`config.mk`:
```
export PLATFORM = sky130hd
export DESIGN_NAME = csa_accel
export DESIGN_NICKNAME = d
export VERILOG_FILES = /design/src/hw/csa_pkg.sv /design/src/hw/csa_accel.sv /design/src/hw/csa_calc.sv /design/src/hw/csa_engine.sv /design/src/hw/csa_in_packer.sv /design/src/hw/csa_out_fifo.sv /design/src/hw/csa_regs.sv
export VERILOG_INCLUDE_DIRS = /design/src /design/src/hw
export SDC_FILE = /design/constraint.sdc
export NUM_CORES = 2
export LEC_CHECK = 0
export BUFFER_PORTS_ARGS = -buffer_cell sky130_fd_sc_hd__buf_4
export CORE_MARGIN = 2
export CORE_UTILIZATION = 60
export CTS_CLUSTER_SIZE = 10
export DETAILED_ROUTE_END_ITERATION = 8
export PLACE_DENSITY = 0.77
export SETUP_SLACK_MARGIN = 0.4
export SLEW_MARGIN = 10
export SYNTH_ARGS = -nofsm -noshare
export SYNTH_HDL_FRONTEND = slang
export SYNTH_HIERARCHICAL = 1
export SYNTH_SLANG_ARGS = --single-unit
```
`constraint.sdc`:
```
create_clock -name aclk -period 7.5 [get_ports aclk]
set_input_delay 0.375 -clock aclk [delete_from_list [all_inputs] [get_ports aclk]]
set_output_delay 0.375 -clock aclk [all_outputs]
set_load 0.05 [all_outputs]
```
`src/hw/csa_defines.svh`:
```
`ifndef CSA_DEFINES_SVH
`define CSA_DEFINES_SVH

// number of cipher units working side by side in the engine (1 to 8).
`define CSA_CALC_INST_NUM 4

// feistel rounds per block, one round per clock.
`define CSA_ROUNDS 4

// output FIFO depth in blocks, also the engine's starting credit count.
`define CSA_OUT_DEPTH 8

// register word addresses.
`define CSA_REG_CTRL   2'd0
`define CSA_REG_KEY_LO 2'd1
`define CSA_REG_KEY_HI 2'd2
`define CSA_REG_COUNT  2'd3

`endif

```
`src/hw/csa_pkg.sv`:
```
`default_nettype none

package csa_pkg;

	typedef logic [31:0] word_t;
	typedef logic [63:0] block_t; // low word is the first word on the stream.
	typedef logic [63:0] key_t;
	typedef logic [1:0] reg_addr_t;
	typedef logic [31:0] count_t;

	// one cipher block plus its packet framing bit.
	typedef struct packed
	{
		block_t data;
		logic last;
	} blk_beat_t;

	typedef enum logic
	{
		CALC_IDLE,
		CALC_RUN
	} calc_state_t;

	// which half of a block is on the 32-bit stream.
	typedef enum logic
	{
		PACK_LOW,
		PACK_HIGH
	} pack_state_t;

endpackage

`default_nettype wire

```
`src/hw/csa_accel.sv`:
```
`default_nettype none
`timescale 1ns/1ps

module csa_accel
(
	input wire aclk,
	input wire reset,
	input wire reg_wen,
	input wire reg_ren,
	input wire csa_pkg::reg_addr_t reg_addr,
	input wire csa_pkg::word_t reg_wdata,
	output csa_pkg::word_t reg_rdata,
	input wire s_tvalid,
	output logic s_tready,
	input wire csa_pkg::word_t s_tdata,
	input wire s_tlast,
	output logic m_tvalid,
	input wire m_tready,
	output csa_pkg::word_t m_tdata,
	output logic m_tlast
);

	csa_pkg::blk_beat_t in_beat;
	csa_pkg::blk_beat_t out_beat;
	csa_pkg::key_t key;
	logic enable;
	logic in_valid;
	logic in_ready;
	logic out_push;
	logic out_credit;
	logic block_done;

	csa_regs u_regs
	(
		.aclk(aclk),
		.reset(reset),
		.reg_wen(reg_wen),
		.reg_ren(reg_ren),
		.reg_addr(reg_addr),
		.reg_wdata(reg_wdata),
		.reg_rdata(reg_rdata),
		.block_done(block_done),
		.key(key),
		.enable(enable)
	);

	csa_in_packer u_in_packer
	(
		.aclk(aclk),
		.reset(reset),
		.s_tvalid(s_tvalid),
		.s_tready(s_tready),
		.s_tdata(s_tdata),
		.s_tlast(s_tlast),
		.in_beat(in_beat),
		.in_valid(in_valid),
		.in_ready(in_ready)
	);

	csa_engine u_engine
	(
		.aclk(aclk),
		.reset(reset),
		.in_beat(in_beat),
		.in_valid(in_valid),
		.in_ready(in_ready),
		.key(key),
		.enable(enable),
		.out_beat(out_beat),
		.out_push(out_push),
		.out_credit(out_credit)
	);

	csa_out_fifo u_out_fifo
	(
		.aclk(aclk),
		.reset(reset),
		.out_beat(out_beat),
		.out_push(out_push),
		.out_credit(out_credit),
		.block_done(block_done),
		.m_tvalid(m_tvalid),
		.m_tready(m_tready),
		.m_tdata(m_tdata),
		.m_tlast(m_tlast)
	);

endmodule

`default_nettype wire

```
`src/hw/csa_calc.sv`:
```
`default_nettype none
`timescale 1ns/1ps
`include "csa_defines.svh"

module csa_calc
(
	input wire aclk,
	input wire reset,
	input wire start,
	input wire csa_pkg::blk_beat_t start_beat,
	input wire csa_pkg::key_t start_key,
	input wire start_enable,
	output logic done,
	output csa_pkg::blk_beat_t done_beat
);

	csa_pkg::calc_state_t state;
	logic [3:0] rnd;
	csa_pkg::word_t l;
	csa_pkg::word_t r;
	csa_pkg::word_t rk;
	csa_pkg::word_t mixed;
	csa_pkg::word_t f;
	csa_pkg::key_t key_q;
	logic enable_q;
	logic last_q;

	assign rk = rnd[0] ? key_q[63:32] : key_q[31:0]; // odd rounds take the high key word.
	assign mixed = r ^ rk;
	assign f = {mixed[26:0], mixed[31:27]} + rk;
	assign done_beat = '{data: {r, l}, last: last_q};

	// done rises CSA_ROUNDS+1 cycles after start, bypass included.
	always_ff @(posedge aclk)
	begin
		if (reset)
		begin
			state <= csa_pkg::CALC_IDLE;
			rnd <= 4'd0;
			done <= 1'b0;
		end
		else
		begin
			done <= 1'b0;
			case (state)
				csa_pkg::CALC_IDLE:
					if (start)
					begin
						state <= csa_pkg::CALC_RUN;
						rnd <= 4'd0;
					end
				default:
					if (rnd == `CSA_ROUNDS - 1)
					begin
						state <= csa_pkg::CALC_IDLE;
						done <= 1'b1;
					end
					else
						rnd <= rnd + 4'd1;
			endcase
		end
	end

	always_ff @(posedge aclk)
	begin
		if (state == csa_pkg::CALC_IDLE && start)
		begin
			l <= start_beat.data[31:0];
			r <= start_beat.data[63:32];
			key_q <= start_key;
			enable_q <= start_enable;
			last_q <= start_beat.last;
		end
		else if (state == csa_pkg::CALC_RUN && enable_q)
		begin
			l <= r;
			r <= l ^ f;
		end
	end

endmodule

`default_nettype wire

```
`src/hw/csa_engine.sv`:
```
`default_nettype none
`timescale 1ns/1ps
`include "csa_defines.svh"

module csa_engine
(
	input wire aclk,
	input wire reset,
	input wire csa_pkg::blk_beat_t in_beat,
	input wire in_valid,
	output logic in_ready,
	input wire csa_pkg::key_t key,
	input wire enable,
	output csa_pkg::blk_beat_t out_beat,
	output logic out_push,
	input wire out_credit
);

	localparam int N = `CSA_CALC_INST_NUM;
	localparam int SW = (N > 1) ? $clog2(N) : 1;
	localparam int CW = $clog2(`CSA_OUT_DEPTH + 1);

	logic [SW-1:0] disp_ptr;
	logic [SW-1:0] col_ptr;
	logic [CW-1:0] credit_cnt;
	logic [N-1:0] busy;
	logic [N-1:0] start;
	logic [N-1:0] done;
	csa_pkg::blk_beat_t done_beat [N];
	logic dispatch;

	function automatic logic [SW-1:0] next_unit(input logic [SW-1:0] p);
		if (p == SW'(N - 1))
			next_unit = '0;
		else
			next_unit = p + 1'b1;
	endfunction

	// a credit reserves one FIFO slot for the block being dispatched.
	assign in_ready = !busy[disp_ptr] && (credit_cnt != '0);
	assign dispatch = in_valid && in_ready;

	for (genvar i = 0; i < N; i++)
	begin : g_unit
		assign start[i] = dispatch && (disp_ptr == SW'(i));

		csa_calc u_calc
		(
			.aclk(aclk),
			.reset(reset),
			.start(start[i]),
			.start_beat(in_beat),
			.start_key(key),
			.start_enable(enable),
			.done(done[i]),
			.done_beat(done_beat[i])
		);
	end

	always_ff @(posedge aclk)
	begin
		if (reset)
		begin
			disp_ptr <= '0;
			col_ptr <= '0;
			busy <= '0;
			out_push <= 1'b0;
			credit_cnt <= CW'(`CSA_OUT_DEPTH);
		end
		else
		begin
			busy <= (busy | start) & ~done;
			if (dispatch)
				disp_ptr <= next_unit(disp_ptr);

			// units finish in dispatch order, so one pointer keeps the order.
			out_push <= done[col_ptr];
			if (done[col_ptr])
				col_ptr <= next_unit(col_ptr);

			case ({dispatch, out_credit})
				2'b10: credit_cnt <= credit_cnt - 1'b1;
				2'b01: credit_cnt <= credit_cnt + 1'b1;
				default: ;
			endcase
		end
	end

	always_ff @(posedge aclk)
	begin
		if (done[col_ptr])
			out_beat <= done_beat[col_ptr];
	end

endmodule

`default_nettype wire

```
`src/hw/csa_in_packer.sv`:
```
`default_nettype none
`timescale 1ns/1ps

module csa_in_packer
(
	input wire aclk,
	input wire reset,
	input wire s_tvalid,
	output logic s_tready,
	input wire csa_pkg::word_t s_tdata,
	input wire s_tlast,
	output csa_pkg::blk_beat_t in_beat,
	output logic in_valid,
	input wire in_ready
);

	csa_pkg::pack_state_t state;
	csa_pkg::word_t low_word;
	logic rdy_q; // holds s_tready low for the first cycle out of reset.
	logic take;

	// the stream stalls while a packed beat waits for the engine.
	assign s_tready = rdy_q && !in_valid;
	assign take = s_tvalid && s_tready;

	always_ff @(posedge aclk)
	begin
		if (reset)
		begin
			state <= csa_pkg::PACK_LOW;
			in_valid <= 1'b0;
			rdy_q <= 1'b0;
		end
		else
		begin
			rdy_q <= 1'b1;
			if (in_valid && in_ready)
				in_valid <= 1'b0;
			if (take)
			begin
				if (state == csa_pkg::PACK_LOW)
					state <= csa_pkg::PACK_HIGH;
				else
				begin
					state <= csa_pkg::PACK_LOW;
					in_valid <= 1'b1;
				end
			end
		end
	end

	always_ff @(posedge aclk)
	begin
		if (take)
		begin
			if (state == csa_pkg::PACK_LOW)
				low_word <= s_tdata;
			else
				in_beat <= '{data: {s_tdata, low_word}, last: s_tlast}; // tlast of the low word is dropped.
		end
	end

endmodule

`default_nettype wire

```
`src/hw/csa_out_fifo.sv`:
```
`default_nettype none
`timescale 1ns/1ps
`include "csa_defines.svh"

module csa_out_fifo
(
	input wire aclk,
	input wire reset,
	input wire csa_pkg::blk_beat_t out_beat,
	input wire out_push,
	output logic out_credit,
	output logic block_done,
	output logic m_tvalid,
	input wire m_tready,
	output csa_pkg::word_t m_tdata,
	output logic m_tlast
);

	localparam int DEPTH = `CSA_OUT_DEPTH;
	localparam int PW = (DEPTH > 1) ? $clog2(DEPTH) : 1;
	localparam int CW = $clog2(DEPTH + 1);

	csa_pkg::blk_beat_t mem [DEPTH];
	csa_pkg::blk_beat_t cur; // block being unpacked onto the stream.
	csa_pkg::pack_state_t half;
	logic [PW-1:0] wr_ptr;
	logic [PW-1:0] rd_ptr;
	logic [CW-1:0] count;
	logic cur_valid;
	logic take;
	logic high_taken;
	logic load;

	function automatic logic [PW-1:0] next_ptr(input logic [PW-1:0] p);
		if (p == PW'(DEPTH - 1))
			next_ptr = '0;
		else
			next_ptr = p + 1'b1;
	endfunction

	assign m_tvalid = cur_valid;
	assign m_tdata = (half == csa_pkg::PACK_LOW) ? cur.data[31:0] : cur.data[63:32];
	assign m_tlast = (half == csa_pkg::PACK_HIGH) && cur.last;
	assign take = m_tvalid && m_tready;
	assign high_taken = take && (half == csa_pkg::PACK_HIGH);
	assign load = (count != '0) && (!cur_valid || high_taken);

	always_ff @(posedge aclk)
	begin
		if (reset)
		begin
			wr_ptr <= '0;
			rd_ptr <= '0;
			count <= '0;
			cur_valid <= 1'b0;
			half <= csa_pkg::PACK_LOW;
			out_credit <= 1'b0;
			block_done <= 1'b0;
		end
		else
		begin
			out_credit <= high_taken; // the credit goes back once the whole block has left.
			block_done <= high_taken;
			if (out_push)
				wr_ptr <= next_ptr(wr_ptr);
			if (load)
				rd_ptr <= next_ptr(rd_ptr);
			case ({out_push, load})
				2'b10: count <= count + 1'b1;
				2'b01: count <= count - 1'b1;
				default: ;
			endcase

			if (load)
			begin
				cur_valid <= 1'b1;
				half <= csa_pkg::PACK_LOW;
			end
			else if (high_taken)
				cur_valid <= 1'b0;
			else if (take)
				half <= csa_pkg::PACK_HIGH;
		end
	end

	always_ff @(posedge aclk)
	begin
		if (out_push)
			mem[wr_ptr] <= out_beat;
		if (load)
			cur <= mem[rd_ptr];
	end

endmodule

`default_nettype wire

```
`src/hw/csa_regs.sv`:
```
`default_nettype none
`timescale 1ns/1ps
`include "csa_defines.svh"

module csa_regs
(
	input wire aclk,
	input wire reset,
	input wire reg_wen,
	input wire reg_ren,
	input wire csa_pkg::reg_addr_t reg_addr,
	input wire csa_pkg::word_t reg_wdata,
	output csa_pkg::word_t reg_rdata,
	input wire block_done,
	output csa_pkg::key_t key,
	output logic enable
);

	csa_pkg::word_t key_lo;
	csa_pkg::word_t key_hi;
	csa_pkg::count_t count_q;

	assign key = {key_hi, key_lo};

	always_ff @(posedge aclk)
	begin
		if (reset)
		begin
			enable <= 1'b0;
			key_lo <= '0;
			key_hi <= '0;
			count_q <= '0;
		end
		else
		begin
			if (reg_wen)
			begin
				case (reg_addr)
					`CSA_REG_CTRL: enable <= reg_wdata[0];
					`CSA_REG_KEY_LO: key_lo <= reg_wdata;
					`CSA_REG_KEY_HI: key_hi <= reg_wdata;
					default: ; // count is read only.
				endcase
			end
			if (block_done)
				count_q <= count_q + 32'd1;
		end
	end

	// read data shows up the cycle after reg_ren.
	always_ff @(posedge aclk)
	begin
		if (reg_ren)
		begin
			case (reg_addr)
				`CSA_REG_CTRL: reg_rdata <= {31'd0, enable};
				`CSA_REG_KEY_LO: reg_rdata <= key_lo;
				`CSA_REG_KEY_HI: reg_rdata <= key_hi;
				default: reg_rdata <= count_q;
			endcase
		end
	end

endmodule

`default_nettype wire

```
== Yosys cells after proc, flatten, opt, wreduce, memory -nomap -nowiden ==
Memory sizes are Yosys's and may differ from the RTL's. A register that Yosys moved wholly into a read port is not among the register bits.
Cells that the tools add are included.

* Latch bits: 0
* Memory bits (writable): 520
* Memories: 1
* Word-level logic and storage cells: 241
* Bits in read-only memories: 0
* Register bits after elaboration: 864
* Input port bits: 73
* Output and inout bits: 67

{| class="wikitable"
|+ Memories
! memory !! words !! bits a word !! read ports !! clocked after Yosys merged registers in !! write ports !! line !! RTL
|-
| u_out_fifo.mem || 8 || 65 || 1 || 1 || 1 || csa_out_fifo.sv:23 || <nowiki>csa_pkg::blk_beat_t mem [DEPTH];</nowiki>
|}

* Multipliers: 0
* Magnitude comparators: 3
* Bitwise logic cells: 18
* Eq/ne operators: 20
* Reduce and logical (&&, ||, !) cells: 54
* Mux-type cells: 72
* Shifts and indexed selects: 0
* Div/mod/pow operators: 0
* Add/sub/neg operators: 17

{| class="wikitable"
|+ Operators with widths
! operator !! number
|-
| $mux W32 || 21
|-
| $xor A32 B32 Y32 || 8
|-
| $bmux W65 S2 || 1
|-
| $mux W65 || 2
|-
| $add A32 B32 Y32 || 4
|-
| $pmux W32 S3 || 1
|-
| $mux W4 || 12
|-
| $add A32 B1 Y32 const B || 1
|-
| $mux W1 || 27
|-
| $add A4 B1 Y4 const B || 6
|-
| $reduce_bool A2 Y1 || 11
|-
| $logic_and A1 B1 Y1 || 20
|-
| $reduce_and A2 Y1 || 10
|-
| $eq A4 B2 Y1 const B || 4
|-
| $pmux W4 S2 || 2
|-
| $eq A2 B2 Y1 const B || 6
|-
| $reduce_or A2 Y1 || 5
|-
| $eq A2 B1 Y1 const B || 4
|-
| $ne A2 B2 Y1 const B || 4
|-
| $reduce_bool A4 Y1 || 2
|-
| $sub A4 B1 Y4 const B || 2
|-
| $add A3 B1 Y3 const B || 2
|-
| $eq A3 B3 Y1 const B || 2
|-
| $lt A2 B3 Y1 const B || 2
|-
| other kinds (13) || 25
|}

== Logic depth before layout (Yosys ltp) ==
* Word-level depth: 8
* Depth in mapped cells: 19
* Gate-level depth less buffers: 15

== Cells and area by module ==
Netlist, hierarchy kept.

{| class="wikitable"
|+ Modules (own cells, without submodules)
! module !! cells each !! area each (µm²) !! times used !! sequential area each (µm²)
|-
| csa_out_fifo || 934 || 22516.6 || 1 || 17827.1
|-
| csa_calc (u_engine.g_unit[0].u_calc ...) || 727 || 8045.2 || 2 || 4023.9
|-
| csa_calc (u_engine.g_unit[3].u_calc) || 705 || 7947.6 || 1 || 4023.9
|-
| csa_calc (u_engine.g_unit[2].u_calc) || 711 || 7900.1 || 1 || 4023.9
|-
| csa_regs || 579 || 5455.2 || 1 || 2902.8
|-
| csa_engine || 220 || 4234.1 || 1 || 2212.1
|-
| csa_in_packer || 111 || 3055.4 || 1 || 2972.9
|}

== Worst setup path after synthesis ==
OpenSTA, ideal clock, no wires.

* Path kind: reg-to-reg
* From: register u_out_fifo.half
* To: register u_out_fifo.count[2]
* Path buffers: 1
* Slack: 1797 ps
* Required time: 7430 ps
* Clock period less this slack: 5703 ps
* Cell stages (with the launch flop): 11
* Library setup time: 70 ps
* Arrival time: 5633 ps
* Path through: dfxtp_1 buf_2 nand2_1 a21oi_1 ha_1 xor2_1 ha_1 a21oi_1 xor2_1 or3_1 a21oi_1

* Word-level cells in the longest chain between the ends: 5
* Elaborated cells on any way between the ends: 7
* Those cells by class: eq/ne: 2; mux: 1; reduce/logical: 4

{| class="wikitable"
|+ RTL lines
! item !! line !! RTL
|-
| start: declaration || csa_out_fifo.sv:25 || <nowiki>csa_pkg::pack_state_t half;</nowiki>
|-
| start signal: assignment || csa_out_fifo.sv:56 || <nowiki>half <= csa_pkg::PACK_LOW;</nowiki>
|-
| start signal: assignment || csa_out_fifo.sv:77 || <nowiki>half <= csa_pkg::PACK_LOW;</nowiki>
|-
| start signal: assignment || csa_out_fifo.sv:82 || <nowiki>half <= csa_pkg::PACK_HIGH;</nowiki>
|-
| $logic_and A1 B1 Y1 (*) || csa_out_fifo.sv:45 || <nowiki>assign high_taken = take && (half == csa_pkg::PACK_HIGH);</nowiki>
|-
| $logic_or A1 B1 Y1 (*) || csa_out_fifo.sv:46 || <nowiki>assign load = (count != '0) && (!cur_valid || high_taken);</nowiki>
|-
| $logic_and A1 B1 Y1 (*) || csa_out_fifo.sv:46 ||
|-
| net u_out_fifo.load || csa_out_fifo.sv:32 || <nowiki>logic load;</nowiki>
|-
| $eq A2 B1 Y1 / $eq A2 B2 Y1 (equally long branches) || csa_out_fifo.sv:68 || <nowiki>case ({out_push, load})</nowiki>
|-
| $pmux W4 S2 / $reduce_bool A2 Y1 (equally long branches) || n/a ||
|-
| end signal: assignment || csa_out_fifo.sv:69 || <nowiki>2'b10: count <= count + 1'b1;</nowiki>
|-
| end signal: assignment || csa_out_fifo.sv:70 || <nowiki>2'b01: count <= count - 1'b1;</nowiki>
|-
| end: declaration || csa_out_fifo.sv:28 || <nowiki>logic [CW-1:0] count;</nowiki>
|}

Mark *: on every way through the listed nets, which the timed path passes. The rest lies on a longest branch.
A chain may end at the register's enable or synchronous reset.

== Final worst setup path ==
* From: register u_engine.g_unit[0].u_calc.rnd[0]
* To: register u_engine.g_unit[0].u_calc.r[20], data pin

* Word-level cells in the longest chain between the ends: 6

{| class="wikitable"
|+ RTL lines
! item !! line !! RTL
|-
| start: declaration || csa_calc.sv:18 || <nowiki>logic [3:0] rnd;</nowiki>
|-
| start signal: assignment || csa_calc.sv:59 || <nowiki>rnd <= rnd + 4'd1;</nowiki>
|-
| $mux W32 (*) || csa_calc.sv:28 || <nowiki>assign rk = rnd[0] ? key_q[63:32] : key_q[31:0];</nowiki>
|-
| $xor A32 B32 Y32 || csa_calc.sv:29 || <nowiki>assign mixed = r ^ rk;</nowiki>
|-
| $add A32 B32 Y32 (*) || csa_calc.sv:30 || <nowiki>assign f = {mixed[26:0], mixed[31:27]} + rk;</nowiki>
|-
| $xor A32 B32 Y32 (*) || csa_calc.sv:77 || <nowiki>r <= l ^ f;</nowiki>
|-
| $mux W32 (*) || csa_calc.sv:74 || <nowiki>else if (state == csa_pkg::CALC_RUN && enable_q)</nowiki>
|-
| $mux W32 (*) || csa_calc.sv:66 || <nowiki>if (state == csa_pkg::CALC_IDLE && start)</nowiki>
|-
| end signal: assignment || csa_calc.sv:69 || <nowiki>r <= start_beat.data[63:32];</nowiki>
|-
| end signal: assignment || csa_calc.sv:77 ||
|-
| end: declaration || csa_calc.sv:20 || <nowiki>csa_pkg::word_t r;</nowiki>
|}

Every way passes the cells marked *; elsewhere a longest branch is shown, timed or not. The select of a mux whose other input is x is not followed.

==> results.md <==
* Status: finished clean
* Worst path bufs/invs at 2
* Largest net degree at the start of global routing at about 100
* Maximum VDD drop at between 0.00015 and 0.0002 V
* Setup total negative slack at 0 ps
* Via count at 42060
* Synth Register Bits at ~1400
* Leading cell type in the layout, fill and taps excluded: edfxtp_1
* Core area at 0.1108 mm2
* Worst Clk Skew at 44.85 ps
* Drt pass-1 iters at 6
* Cell Pwr Density at roughly 220 mW/mm2
* GRT overflow at 0
* Slew Limit Fails at 0
* DRT antenna net count at 0
* TritonCTS Buffers at ~170
* IO Port Bufs at about 140
* Mean area per synthesized cell at approximately 14 um2
* CTS tree: built
* CP required at between 7000 and 8000 ps
* Initial antenna violation count at 7
* Worst slew pin tran at about 1100 ps
* First-pass GRT wire length at 277.3 mm
* Final period util at 65.01%
* Die W at approximately 340 um
* Startpoint Class: flip-flop
* Synth Area in Compound Gates at 6.576%
* Post-synth EDFFs at 1299
* Rows at 122
* Hold violation total from the final report at 0
* CP endpoint kind: flip-flop
* Mapped Cells at 4714
* Nets@finish at 5131
* Vias per cell at 6.468
* Clk Latency, worst-skew pair at a little under 800 ps
* Final HPWL DP at ~130 mm
* Effective utilization at floorplan at 60.64%
* Die Ht at ~340 um
* DRC at 0
* Routed len/inst at 29.52 um
* GP Congestion at 1.002
* Slowest cell delay on critical path at 640 ps
* Final worst slack at 2624 ps
* Crit path arrival time at 5350 ps
* Most frequent cells in the layout: edfxtp_1, nand2_1, xnor2_1, a21oi_1, xor2_1
* IO Pins at 140
* CP Class: reg2reg
* Setup-failing EPs final at 0
* Layout cell share with drive strength beyond 1 at between 10% and 20%
* CTS clock-pin slew for the worst setup and hold paths at 60 ps
* Detailed Route WL at ~190 mm
* Hold Path Class: in2reg
* Total clock sinks at 1449
* Vias in the first global route at 40530
* CTS max path bufs at 3
* Die area at 0.1147 mm2
* Delay-heaviest family, CP: compound AO/OA/AOI/OAI gates
* Global router's overall resource usage at ~33%
* Post-synthesis simple-gate area fraction at 7.641%
* Synth async-reset ratio at 0%
* Iteration-0 DRC Markers at between 5000 and 6000
* Layout Utilization at 67.78%
* Max-cap violations at 0
* Synth-to-layout area growth at 11.77%
* Largest family of logic cells by synthesized area: multiplexers
* Worst-path cell chain: buf_4, mux2_2, xor2_1, ha_1, inv_1, fa_1, nor2b_1, o21ai_0, a21oi_1, o21ai_0, a21oi_2, o21ai_2, o21bai_1, a31oi_1, xnor2_1, a21oi_1
* Min Tclk post-route at about 5000 ps
* Yosys warns at 6
* DP Worst Slack at ~2800 ps
* Cell variety after synth at between 100 and 150
* Mux share of post-synthesis cell area at between 10 and 15%
* Ys flop type: edfxtp_1
* Slew HR at 23.37%
* Leakage Power at around 25 nW
* Highest clock rate at around 210 MHz
* Xor-xnor portion of the synthesized cell area at between 7 and 8%
* H-Tree Depth at 4
* Synth Cell Area at 0.06720 mm2
* CP max FO at 30
* CP max stage cell: dfxtp_2
* Post-synthesis sequential area ratio at 62.52%
* Synth Net Count at ~5000
* Root buf cell: clkbuf_16
* Adder-cell share of the synthesized area at 2.631%
* Unrepaired setup endpoints after global routing: false
## what timing repair did
action	CTS	global route
setup endpoints to repair	0	0
endpoints found under the hold margin	135	0
hold buffers	67	0
resized for setup	0	0
buffers inserted	0	0
## layout make-up
| class | instances | area [um2] |
|---|---|---|
| diodes | 3 | 7.507 |
| clock buffers | 236 | 4542 |
| clock inverters | 20 | 295.3 |
| fillers | 7479 | 35710 |
| inverters | 72 | 286.5 |
| multi-input cells | 2979 | 23970 |
| flip-flops and latches | 1449 | 42040 |
| well taps | 1488 | 1862 |
| repair buffers | 256 | 2115 |
## final timing paths
path,from,endpoint,slack [ps],cells past startpoint
worst max-delay path,u_engine/g_unit[0].u_calc/rnd[0],u_engine/g_unit[0].u_calc/r[20],2620,16
worst min-delay path,reset,u_regs/count_q[31],50,2
worst max register to register,u_engine/g_unit[0].u_calc/rnd[0],u_engine/g_unit[0].u_calc/r[20],2620,16
worst min register to register,u_in_packer/low_word[10],u_in_packer/in_beat[11],420,0
## synth_stat cells, drive strengths merged, types with 70 or more instances
cell,instances,area [um2]
edfxtp,1299,39010
nand2,678,2545
xnor2,299,2634
a21oi,298,1585
xor2,237,2076
mux2,233,2639
mux4,200,4504
nor2,178,668.1
dfxtp,150,3003
ha,128,1602
clkbuf,117,466.7
o21ai,100,571.8
buf,95,584.3
inv,70,267.8
## registers in the layout, indices dropped and copies added (netlist names), 16 cells and up
register and cells:
u_engine/g_unit.u_calc/l 128, u_out_fifo/cur 65, u_regs/reg_rdata 32, u_engine/g_unit.u_calc/r 128
u_regs/key_lo 32, u_in_packer/in_beat 65, u_engine/g_unit.u_calc/rnd 16, u_engine/g_unit.u_calc/key_q 256
u_regs/count_q 32, u_in_packer/low_word 32, u_engine/out_beat 65, u_regs/key_hi 32
u_out_fifo/mem 520
## layer usage
| metal | GRT usage, % | up-vias | wire length (um) | part of all wire, % |
|---|---|---|---|---|
| li1 | - | 18010 | - | - |
| met1 | 47.07 | 20950 | 75080 | 39 |
| met2 | 50.83 | 2740 | 87500 | 46 |
| met3 | 6.931 | 368 | 21160 | 11 |
| met4 | 13.80 | 0 | 8229 | 4.3 |
| met5 | 0 | - | 0 | 0 |
## kinds of logic (layout without fill, tap and decap cells)
| family | after synthesis | after routing |
|---|---|---|
| AOI/OAI and AO/OA | 659 | 659 |
| xor gates and xnor gates | 536 | 536 |
| adders and majority gates | 139 | 139 |
| buffers and inverters | 286 | 584 |
| DFF | 1449 | 1449 |
| muxes | 498 | 498 |
| other | 0 | 3 |
| and+or+nand+nor | 1147 | 1147 |
## power by group
| part | total [mW] | internal [mW] | leakage [nW] | switching (mW) |
|---|---|---|---|---|
| Combinational | 0.578 | 0.239 | 10.2 | 0.339 |
| Clock | 7.35 | 4.25 | 2.33 | 3.10 |
| Sequential | 8.86 | 8.78 | 12.9 | 0.0758 |
| Total | 16.8 | 13.3 | 25.5 | 3.52 |
## stage by stage
step           total power [mW]  std cells  hold WS (ps)  area (um2)
2_1_floorplan             9.355       4714         395.7       67200
3_3_place_gp              9.548       6177         400.9       69600
3_5_place_dp              9.558       6177         404.5       69600
4_1_cts                   16.86       6500         6.695       75100
5_1_grt                   17.23       6500         48.83       75100
6_report                  16.79       6503         47.49       75110
(Power assumes the default switching activity.)
